==> src/hw/ctrl_defs.svh <==
`ifndef CTRL_DEFS_SVH
`define CTRL_DEFS_SVH

// Data path widths
`define DSP_WORD_W   16
`define T_FIELD_W    5

// Do loop field widths
`define DO_NI_W      4      // Body length, up to 15 words
`define DO_K_W       7      // Repeat count

// Opcode T field values
// The goto JA, short immediate and call JA entries ignore the lowest bit,
// so they are only meant for casez
`define OP_GOTO_JA   5'b0000?
`define OP_SHORT_IMM 5'b0001?
`define OP_CALL_JA   5'b1000?
`define OP_GOTO_B    5'b11000   // ret, iret, goto pt, call pt
`define OP_MOVE_A0   5'b01001   // R=a0
`define OP_MOVE_A1   5'b01011   // R=a1
`define OP_LONG_IMM  5'b01010   // R=imm, data in the next word
`define OP_IF_CON    5'b11010
`define OP_DO        5'b01110   // do and redo

// Bits 10:8 of goto B that select iret
`define IRET_CODE    3'd1

// Move destination codes
// Long immediate compares them against bits 9:7 with a zero on top,
// the accumulator moves against bits 8:7
`define DEST_YAAU    2'd0
`define DEST_XAAU    2'd1

`endif

==> src/hw/ctrl_pkg.sv <==
`include "ctrl_defs.svh"

package ctrl_pkg;

    typedef logic [`DSP_WORD_W-1:0] dsp_word_t;
    typedef logic [`T_FIELD_W-1:0]  t_field_t;
    typedef logic [`DO_NI_W-1:0]    do_ni_t;
    typedef logic [`DO_K_W-1:0]     do_k_t;

    // Branch and field view, address bits below the opcode
    typedef struct packed {
        t_field_t                           op;
        logic [`DSP_WORD_W-`T_FIELD_W-1:0]  addr;
    } branch_view_t;

    // do / redo word
    typedef struct packed {
        t_field_t op;
        do_ni_t   ni;     // 0 means redo
        do_k_t    k;
    } do_view_t;

    // Register moves and long immediate
    typedef struct packed {
        t_field_t    op;
        logic        a_sel;
        logic [2:0]  dest;     // Bits 9:7
        logic [2:0]  rsel;     // Target register, bits 6:4
        logic [3:0]  low;
    } move_view_t;

    // One program word seen through each decoding
    typedef union packed {
        branch_view_t branch;
        do_view_t     do_op;
        move_view_t   move;
    } dsp_instr_u;

endpackage

==> src/hw/irq_gate.sv <==
`timescale 1ns/1ps
`include "ctrl_defs.svh"

module irq_gate (
    input  logic                clk,
    input  logic                rst,
    input  logic                cen,
    input  ctrl_pkg::t_field_t  op,
    input  logic                irq,
    input  logic                do_busy,
    input  logic                double,
    input  logic                iret_seen,
    output logic                irq_take,
    output logic                iack
);
    import ctrl_pkg::*;

    logic clr_pend;     // iret seen, waiting for an interruptible word

    // Branches, if CON and do must not be split from what follows them
    function automatic logic no_irq_op(input t_field_t t);
        logic blocked;
        casez (t)
            `OP_GOTO_JA, `OP_CALL_JA, `OP_GOTO_B,
            `OP_IF_CON, `OP_DO: blocked = 1'b1;
            default:            blocked = 1'b0;
        endcase
        return blocked;
    endfunction

    // Only a word that is actually decoded can be replaced by the irq
    assign irq_take = irq && !double && !do_busy && !iack && !no_irq_op(op);

    always_ff @(posedge clk or posedge rst) begin
        if (rst) begin
            iack     <= 1'b0;
            clr_pend <= 1'b0;
        end else if (cen) begin
            if (irq_take) begin
                iack     <= 1'b1;
                clr_pend <= 1'b0;
            end else if (iret_seen) begin
                clr_pend <= 1'b1;
            end else if (clr_pend && !double && !no_irq_op(op)) begin
                // Service routine has returned
                iack     <= 1'b0;
                clr_pend <= 1'b0;
            end
        end
    end

endmodule

==> src/hw/do_loop_ctrl.sv <==
`timescale 1ns/1ps

module do_loop_ctrl (
    input  logic              clk,
    input  logic              rst,
    input  logic              cen,
    input  logic              do_load,
    input  ctrl_pkg::do_ni_t  do_ni_in,
    input  ctrl_pkg::do_k_t   do_k_in,
    input  logic              do_redo_req,
    input  logic              double,
    output logic              do_busy,
    output logic              do_stretch,
    output logic              do_start,
    output logic              do_out,
    output logic              do_short,
    output logic              do_redo,
    output logic              do_save,
    output ctrl_pkg::do_ni_t  do_pc
);
    import ctrl_pkg::*;

    do_ni_t ni_cnt;       // Words of the body already decoded
    do_ni_t ni_last;      // Body length minus one, kept for redo
    do_k_t  k_cnt;        // Passes left
    do_k_t  k_top;        // Pass count as loaded
    do_k_t  k_load;
    logic   redo_q;
    logic   first_done;
    logic   first_act;
    logic   first_end;
    logic   over;

    // Load cycle takes the word fields directly
    assign do_short  = do_load && !do_redo_req && (do_ni_in == do_ni_t'(1));
    assign do_save   = do_load && !do_redo_req;    // Body goes into the cache
    assign do_redo   = do_load ? do_redo_req : redo_q;
    assign first_act = do_load ? 1'b0 : first_done;

    // One word body stretches right away and runs one pass fewer
    assign k_load = do_short ? do_k_in - do_k_t'(1) : do_k_in;

    assign over     = ni_cnt == ni_last;
    assign do_busy  = k_cnt != '0;
    assign do_pc    = ni_cnt;

    // Last word of the first pass
    assign first_end = ((over && k_cnt == k_top && do_busy) || do_short) && !first_act;
    assign do_out    = do_busy && over && k_cnt == do_k_t'(1) && !double;
    assign do_start  = (!do_redo && first_end) || (do_redo && !do_busy);

    // Cache fill and loop exit both need an extra cycle
    assign do_stretch = (first_end && !do_redo) || do_out;

    always_ff @(posedge clk or posedge rst) begin
        if (rst) begin
            ni_cnt     <= '0;
            ni_last    <= '0;
            k_cnt      <= '0;
            k_top      <= '0;
            redo_q     <= 1'b0;
            first_done <= 1'b0;
        end else if (cen) begin
            if (do_load) begin
                // First body word of a do is decoded on this edge
                ni_cnt <= (do_redo_req || do_short) ? do_ni_t'(0) : do_ni_t'(1);
                k_cnt  <= k_load;
                k_top  <= k_load;
                redo_q <= do_redo_req;
                if (!do_redo_req) begin
                    ni_last <= do_ni_in - do_ni_t'(1);
                end
            end else if (!double && do_busy) begin
                ni_cnt <= over ? do_ni_t'(0) : ni_cnt + do_ni_t'(1);
                if (over) begin
                    k_cnt <= k_cnt - do_k_t'(1);   // One pass done
                end
            end
            if (do_out) begin
                redo_q <= 1'b0;
            end
            if (do_stretch) begin
                first_done <= 1'b1;
            end else if (do_load) begin
                first_done <= 1'b0;
            end
        end
    end

endmodule

==> src/hw/instr_decode.sv <==
`timescale 1ns/1ps
`include "ctrl_defs.svh"

module instr_decode (
    input  logic                clk,
    input  logic                rst,
    input  logic                cen,
    input  ctrl_pkg::dsp_word_t rom_dout,
    input  logic                con_result,
    input  logic                irq_take,
    input  logic                do_busy,
    input  logic                do_stretch,
    output logic                short_load,
    output logic                long_load,
    output logic                acc_load,
    output logic                xaau_imm_load,
    output logic                xaau_acc_load,
    output logic [2:0]          r_field,
    output logic [8:0]          short_imm,
    output ctrl_pkg::dsp_word_t long_imm,
    output logic [11:0]         i_field,
    output ctrl_pkg::t_field_t  t_field,
    output logic                con_check,
    output logic                goto_ja,
    output logic                goto_b,
    output logic                call_ja,
    output logic                pc_halt,
    output logic                irq_start,
    output logic                fault,
    output logic                double,
    output logic                iret_seen,
    output logic                do_load,
    output ctrl_pkg::do_ni_t    do_ni_in,
    output ctrl_pkg::do_k_t     do_k_in,
    output logic                do_redo_req
);
    import ctrl_pkg::*;

    dsp_instr_u instr;
    logic       con_ok;
    logic       is_iret;

    assign instr    = rom_dout;
    assign con_ok   = ~con_check | con_result;
    assign is_iret  = instr.branch.addr[10:8] == `IRET_CODE;
    assign long_imm = rom_dout;     // Data word follows the R=imm opcode

    // Fields, qualified by the strobes
    always_ff @(posedge clk) begin
        if (cen) begin
            t_field     <= instr.branch.op;
            i_field     <= rom_dout[11:0];
            short_imm   <= rom_dout[8:0];
            do_ni_in    <= instr.do_op.ni;
            do_k_in     <= instr.do_op.k;
            do_redo_req <= instr.do_op.ni == '0;
            casez (instr.branch.op)
                `OP_SHORT_IMM: r_field <= rom_dout[11:9] ^ 3'b100;
                `OP_MOVE_A0, `OP_MOVE_A1, `OP_LONG_IMM: r_field <= instr.move.rsel;
                default: r_field <= r_field;
            endcase
        end
    end

    always_ff @(posedge clk or posedge rst) begin
        if (rst) begin
            short_load    <= 1'b0;
            long_load     <= 1'b0;
            acc_load      <= 1'b0;
            xaau_imm_load <= 1'b0;
            xaau_acc_load <= 1'b0;
            con_check     <= 1'b0;
            goto_ja       <= 1'b0;
            goto_b        <= 1'b0;
            call_ja       <= 1'b0;
            pc_halt       <= 1'b0;
            irq_start     <= 1'b0;
            double        <= 1'b0;
            iret_seen     <= 1'b0;
            do_load       <= 1'b0;
            fault         <= 1'b0;
        end else if (cen) begin
            short_load    <= 1'b0;
            long_load     <= 1'b0;
            acc_load      <= 1'b0;
            xaau_imm_load <= 1'b0;
            xaau_acc_load <= 1'b0;
            con_check     <= 1'b0;
            goto_ja       <= 1'b0;
            goto_b        <= 1'b0;
            call_ja       <= 1'b0;
            pc_halt       <= 1'b0;
            irq_start     <= 1'b0;
            double        <= 1'b0;
            iret_seen     <= 1'b0;
            do_load       <= 1'b0;

            // Second cycle of a two-cycle word ignores rom_dout
            if (!double) begin
                if (irq_take) begin
                    goto_ja   <= 1'b1;      // Jump to the vector
                    irq_start <= 1'b1;
                    pc_halt   <= 1'b1;
                    double    <= 1'b1;
                end else begin
                    casez (instr.branch.op)
                        `OP_GOTO_JA: begin
                            goto_ja <= con_ok;
                            pc_halt <= 1'b1;
                            double  <= 1'b1;
                            if (do_busy) fault <= 1'b1;
                        end
                        `OP_CALL_JA: begin
                            call_ja <= con_ok;
                            pc_halt <= 1'b1;
                            double  <= 1'b1;
                            if (do_busy) fault <= 1'b1;
                        end
                        `OP_GOTO_B: begin
                            goto_b    <= con_ok || is_iret;   // iret ignores CON
                            iret_seen <= is_iret;
                            pc_halt   <= 1'b1;
                            double    <= 1'b1;
                            if (do_busy) fault <= 1'b1;
                        end
                        `OP_SHORT_IMM: short_load <= 1'b1;
                        `OP_LONG_IMM: begin
                            long_load     <= instr.move.dest == {1'b0, `DEST_YAAU};
                            xaau_imm_load <= instr.move.dest == {1'b0, `DEST_XAAU};
                            double        <= 1'b1;    // PC moves on to the data word
                            if (do_busy) fault <= 1'b1;
                        end
                        `OP_MOVE_A0, `OP_MOVE_A1: begin
                            acc_load      <= instr.move.dest[1:0] == `DEST_YAAU;
                            xaau_acc_load <= instr.move.dest[1:0] == `DEST_XAAU;
                            pc_halt       <= 1'b1;
                            double        <= 1'b1;
                        end
                        `OP_IF_CON: begin
                            if (!instr.branch.addr[10]) con_check <= 1'b1;
                        end
                        `OP_DO: begin
                            do_load <= 1'b1;
                            if (instr.do_op.ni == '0) begin   // redo
                                pc_halt <= 1'b1;
                                double  <= 1'b1;
                            end
                        end
                        default: fault <= 1'b1;     // Unknown opcode
                    endcase
                end
            end

            // Loop cache fill and loop exit
            if (do_stretch) begin
                pc_halt <= 1'b1;
                double  <= 1'b1;
            end
        end
    end

endmodule

==> src/hw/ctrl_top.sv <==
`timescale 1ns/1ps

module ctrl_top (
    input  logic                clk,
    input  logic                rst,
    input  logic                cen,
    input  ctrl_pkg::dsp_word_t rom_dout,
    input  logic                con_result,
    input  logic                irq,
    output logic                short_load,
    output logic                long_load,
    output logic                acc_load,
    output logic                xaau_imm_load,
    output logic                xaau_acc_load,
    output logic [2:0]          r_field,
    output logic [8:0]          short_imm,
    output ctrl_pkg::dsp_word_t long_imm,
    output logic [11:0]         i_field,
    output ctrl_pkg::t_field_t  t_field,
    output logic                con_check,
    output logic                goto_ja,
    output logic                goto_b,
    output logic                call_ja,
    output logic                pc_halt,
    output logic                irq_start,
    output logic                iack,
    output logic                do_start,
    output logic                do_out,
    output logic                do_short,
    output logic                do_redo,
    output logic                do_save,
    output ctrl_pkg::do_ni_t    do_pc,
    output logic                fault
);
    import ctrl_pkg::*;

    // Decoder to loop and irq units
    logic   double;
    logic   iret_seen;
    logic   do_load;
    do_ni_t do_ni_in;
    do_k_t  do_k_in;
    logic   do_redo_req;

    // Back into the decoder
    logic   irq_take;
    logic   do_busy;
    logic   do_stretch;

    instr_decode instr_decode_inst (.*);

    do_loop_ctrl do_loop_ctrl_inst (.*);

    irq_gate irq_gate_inst (
        .op (rom_dout[15:11]),  // T field
        .*
    );

endmodule

==> config.mk <==
export PLATFORM = sky130hd
export DESIGN_NAME = ctrl_top
export DESIGN_NICKNAME = d
export VERILOG_FILES = /design/src/hw/ctrl_pkg.sv /design/src/hw/irq_gate.sv /design/src/hw/do_loop_ctrl.sv /design/src/hw/instr_decode.sv /design/src/hw/ctrl_top.sv
export VERILOG_INCLUDE_DIRS = /design/src /design/src/hw
export SDC_FILE = /design/constraint.sdc
export NUM_CORES = 1
export LEC_CHECK = 0
export BUFFER_PORTS_ARGS = -buffer_cell sky130_fd_sc_hd__buf_2
export CAP_MARGIN = 10
export CORE_MARGIN = 2
export CORE_UTILIZATION = 27
export CTS_CLUSTER_SIZE = 40
export DETAILED_ROUTE_END_ITERATION = 10
export PLACE_DENSITY = 0.53
export SLEW_MARGIN = 20
export SYNTH_ARGS = -nofsm -noshare
export SYNTH_HDL_FRONTEND = slang
export SYNTH_HIERARCHICAL = 1
export SYNTH_SLANG_ARGS = --single-unit
==> constraint.sdc <==
create_clock -name clk -period 2.66 [get_ports clk]
set_input_delay 0.133 -clock clk [delete_from_list [all_inputs] [get_ports clk]]
set_output_delay 0.133 -clock clk [all_outputs]
set_load 0.02 [all_outputs]
### After elaboration in Yosys (flattened, before gate mapping)

Cells that the tools add are included.

* register bits after elaboration: 82
* logic and storage cells: 182
* bits of input ports: 21
* output and inout port bits: 67

* mux-type cells: 69
* eq/ne operators: 17
* reductions and logical operators: 55
* $add $sub $neg: 4
* bitwise operators: 7

Operators by type and width (number)
* $mux W1: 58
* $mux W7: 4
* $eq A5 B4 Y1 const B: 4
* $logic_and A1 B1 Y1: 17
* $reduce_or A5 Y1: 3
* $sub A7 B1 Y7 const B: 2
* $mux W4: 3
* $eq A5 B5 Y1 const B: 2
* $reduce_and A3 Y1: 3
* $eq A4 B1 Y1 const B: 2
* $logic_not A1 Y1: 8
* $logic_not A4 Y1: 2
* $reduce_and A2 Y1: 4
* $reduce_bool A2 Y1: 4
* $eq A7 B1 Y1 const B: 1
* $eq A7 B7 Y1: 1
* $reduce_bool A7 Y1: 1
* $eq A3 B1 Y1 const B: 2
* $not A1 Y1: 6
* $pmux W1 S2: 3
* $pmux W3 S2: 1
* $reduce_or A6 Y1: 1
* $logic_or A1 B1 Y1: 5
* $reduce_and A5 Y1: 1
* other kinds (13): 14

### Longest topological paths before layout

* depth after elaboration: 12
* depth in mapped cells: 10
* mapped depth without buffers: 10

### Hierarchy

The synthesis kept the hierarchy.

By module, submodules not included
* instr_decode: area an instance 1757.9 um2, cells each 149, times used 1
* do_loop_ctrl: area an instance 1621.6 um2, cells each 181, times used 1
* irq_gate: area an instance 155.1 um2, cells each 19, times used 1

### Worst setup path before layout

OpenSTA, ideal clock, no wires.

* path kind: register -> register
* from: register do_loop_ctrl_inst.k_cnt[0]
* to: register instr_decode_inst.goto_b
* data arrival time: 2.313 ns
* cell stages (with the launch flop): 11
* slack: 0.226 ns
* buffers on the path: 0
* library setup time: 0.121 ns
* clock period less this slack: 2.434 ns
* cells stage by stage: dfrtp_1 > inv_1 > ha_1 > nor2b_1 > nand2_2 > or4b_4 > nor3_1 > or3b_2 > nor2_1 > a21oi_1 > nand2_1

* longest elaborated chain between the ends: 7

RTL lines
* from (decl): line do_loop_ctrl.sv:25 `do_k_t k_cnt;`
* from (signal assigned): line do_loop_ctrl.sv:67 `k_cnt <= k_load;`
* from (signal assigned): line do_loop_ctrl.sv:76 `k_cnt <= k_cnt - do_k_t'(1);`
* $reduce_bool A7 Y1: line do_loop_ctrl.sv:44 `assign do_busy = k_cnt != '0;`
* net do_busy: line ctrl_top.sv:47 `logic do_busy;`
* $logic_not A1 Y1: line irq_gate.sv:32 `assign irq_take = irq && !double && !do_busy && !iack && !no_irq_op(op);`
* $logic_and A1 B1 Y1 (3 in series): line irq_gate.sv:32
* net irq_take: line ctrl_top.sv:46 `logic irq_take;`
* $mux W1: line instr_decode.sv:100 `if (irq_take) begin`
* $mux W1: line instr_decode.sv:99 `if (!double) begin`
* to (signal assigned): line instr_decode.sv:120 `goto_b <= con_ok || is_iret;`
* to (decl): line instr_decode.sv:25 `output logic goto_b,`

The timed path passes the listed nets, and every way through them passes these cells.
A chain may end at the register's enable or synchronous reset.

### Worst setup path in the final report

* from: register do_loop_ctrl_inst.k_cnt[1]
* to: register instr_decode_inst.double

* elaborated cells on any way between the ends: 19

RTL lines
* $reduce_bool A7 Y1 *: line do_loop_ctrl.sv:44
* net do_busy: line ctrl_top.sv:47
* $logic_and A1 B1 Y1: line do_loop_ctrl.sv:48 `assign first_end = ((over && k_cnt == k_top && do_busy) || do_short) && !first_act;`
* $logic_or A1 B1 Y1: line do_loop_ctrl.sv:48
* $logic_and A1 B1 Y1: line do_loop_ctrl.sv:48
* $logic_and A1 B1 Y1: line do_loop_ctrl.sv:53 `assign do_stretch = (first_end && !do_redo) || do_out;`
* $logic_or A1 B1 Y1 *: line do_loop_ctrl.sv:53
* net do_stretch: line ctrl_top.sv:48 `logic do_stretch;`
* $mux W1 *: line instr_decode.sv:155 `if (do_stretch) begin`
* to (signal assigned): line instr_decode.sv:137 `double <= 1'b1;`
* to (signal assigned): line instr_decode.sv:146 `double <= 1'b1;`
* to (signal assigned): line instr_decode.sv:157 `double <= 1'b1;`
* to (decl): line instr_decode.sv:30 `output logic double,`

Mark *: on every way through the listed nets, which the timed path passes. The rest lies on a longest branch.

==> run metrics <==
setup TNS=0 ps; WP data required=2870 ps; crit path time final=2422 ps; layout cells sized above 1=32.22%; clock sink count=61; vias in the first global route=2,830; post-route ant nets=0; fin crit share=91.04%; Clock Pin Slew Worst Setup and Hold Paths=50 ps; die height=118.4 um; sequential area share after synthesis=46.02%; most frequent cells in the layout=87 x buf_2, 41 x dfrtp_1, 28 x nand2_1, 27 x inv_1, 21 x o21ai_0; commonest non-fill, non-tap cell in the layout=buf_2; Synth-to-Final Area Change=21.91%; Inserted Diodes=0; Synth Cell Area=0.003535 mm^2; initial DRC count=105; Inst Count DP=570; vias per cell=4.662; post-CTS sizing=0; Bufs on Longest Clock Path=2; IO Port Bufs=87; die area=0.01402 mm^2; Synthesis Warnings=6; hold slack=23.53 ps; r2r setup slk=240 ps; wire length per cell=15.05 um; total power=3.660 mW; Async SR Flop Fraction=67.21%; DP HPWL=6.591 mm; grt total ovfl=0; Final Routed Wirelength=8.892 mm; Peak Freq=0.4129 GHz; aggregate global-route resource usage=13.11%; CTS Hold Buffers Added=5; largest net degree at the start of global routing=35; CTS root buffer=clkbuf_16; Core Region=0.01272 mm^2; Post-CTS Repair Setup Buffers=0; register bit total from synthesis=61; post-synthesis instance total=349; clk_lat worst skew=320 ps; Worst setup SP type=flip-flop; distinct cell type count after synthesis=69; final-layout fill cell count=1,321; post-route worst setup slack=238.3 ps; Hold Startpoint=rom_dout[5]; Clock Skew=5.342 ps; final slew viol count=0; Ports=88; Leak=1.956 nW; Cell Count, Final, Fillers Out=591; Max-slew headroom=36.43%; status=finished clean; CP max FO=5; Net Count, Synth=377; final hold violations=0; min-delay worst type=in2reg; routability-driven placement congestion ratio=0.8528; synthesized area per cell=10.13 um^2; Num CTS Buffers=9; CTS tree=yes; Post-synth EDFFs=20; CP startpoint=do_loop_ctrl_inst/k_cnt[1]; RSZ-0062 raised after global routing=no; Worst Setup Path Type=reg2reg; Die X=118.4 um; global-route wire length before repair=14.70 mm; Pre-antenna DRT Iters=4; Worst Setup End Kind=flip-flop; Site Rows=41; worst vdd ir=433.2 uV; Residual DRC=0; dpl ws=242.3 ps; arrival time worst endpoint=2630 ps; Final Net Count=442; starting density of the core=27.78%; FF-to-FF Start=do_loop_ctrl_inst/k_cnt[1]; Worst Tran Pin Value=952.5 ps; Synth Flop Type=dfrtp_1; DR vias=2,755; CTS H-Tree Depth=3; initial antenna violation count=0; PD cells=849.2 mW/mm^2; maxcap violations=0; Setup violations, final=0
## worst max-delay path, stage by stage, from the launching register on
cell and delay [ps]:
dfrtp_1 420, inv_1 120, ha_1 160, nor2b_1 190
nand2_2 100, and4_4 190, a211o_1 290, or4b_1 530
nor3_2 200, a21oi_1 90
## routing by layer
| metal | global-route usage (%) | part of all wire [%] |
|---|---|---|
| met4 | 4.390 | 1.5 |
| met5 | 0 | 0 |
| met2 | 21.89 | 48 |
| met1 | 16.66 | 46 |
| met3 | 3.041 | 4.4 |
## through the flow
stage	util (%)	cell area, um^2
floorplan	-	3535
global route	33.87	4309
global placement	30.87	3928
CTS	33.87	4309
detailed placement	30.87	3928
finish	33.87	4309
## cell usage after synthesis, types with 2 or more instances
master,instances,share of area [%]
nor4_4,2,1.2
o21ai_0,21,3.0
buf_4,38,8.1
nor4b_1,3,0.74
nand2_1,28,3.0
dfrtp_1,41,29
nand3b_1,6,1.3
nand2b_1,5,0.88
nand3_1,7,0.99
a22o_1,2,0.50
o32ai_1,2,0.50
inv_1,27,2.9
o21a_1,2,0.42
and2_1,2,0.35
o22a_1,2,0.50
nor4_1,2,0.35
a22oi_1,2,0.42
or3b_2,2,0.50
o21bai_1,2,0.42
edfxtp_1,20,17
nor2b_1,4,0.71
a21oi_2,2,0.50
clkbuf_1,6,0.64
xnor2_1,4,0.99
a21oi_1,12,1.7
o211ai_1,2,0.42
nor2_1,18,1.9
ha_1,7,2.5
nand4_1,4,0.71
xor2_1,17,4.2
nand2b_2,2,0.50
nor3_1,11,1.6
mux2_4,2,0.85
o22ai_1,6,1.1
mux2_2,2,0.64
## area by class of cell
class,count,area [um^2],area share [%]
inverter,28,105.1,2.439
tap,172,215.2,4.994
clock inverter,5,98.84,2.294
timing repair buffer,100,545.5,12.66
clock buffer,11,232.7,5.401
sequential,61,1627,37.75
multi-input combinational,214,1485,34.47
## cell families after synthesis
| group | Yosys count | share of synthesized area, % |
|---|---|---|
| DFF | 61 | 46.02 |
| xor gates and xnor gates | 21 | 5.203 |
| AOI/OAI and AO/OA | 69 | 12.99 |
| and+or+nand+nor | 112 | 19.58 |
| buffers and inverters | 74 | 11.96 |
| muxes | 5 | 1.770 |
| adders and majority gates | 7 | 2.478 |
## sequential cells by signal, indices dropped and copies added, names as in the netlist, 3 cells and up
register / flops
do_loop_ctrl_inst/do_pc: 4
do_loop_ctrl_inst/k_cnt: 7
do_loop_ctrl_inst/k_top: 7
do_loop_ctrl_inst/ni_last: 4
instr_decode_inst/i_field: 3
instr_decode_inst/r_field: 3
instr_decode_inst/short_imm: 8
instr_decode_inst/t_field: 5
## report_power, final
part           total (mW)  internal (mW)  switching [mW]
Sequential           1.36           1.15           0.209
Clock                1.32          0.911           0.413
Combinational       0.980          0.417           0.563
Total                3.66           2.47            1.19
## final timing paths
path	to	cells after the start
max	instr_decode_inst/double	9
max reg2reg	instr_decode_inst/double	9
min reg2reg	instr_decode_inst/fault	1
min	instr_decode_inst/short_imm[5]	1
min in group asynchronous	irq_gate_inst/iack	3
max in group asynchronous	do_loop_ctrl_inst/k_cnt[5]	3
(Power assumes the default switching activity.)
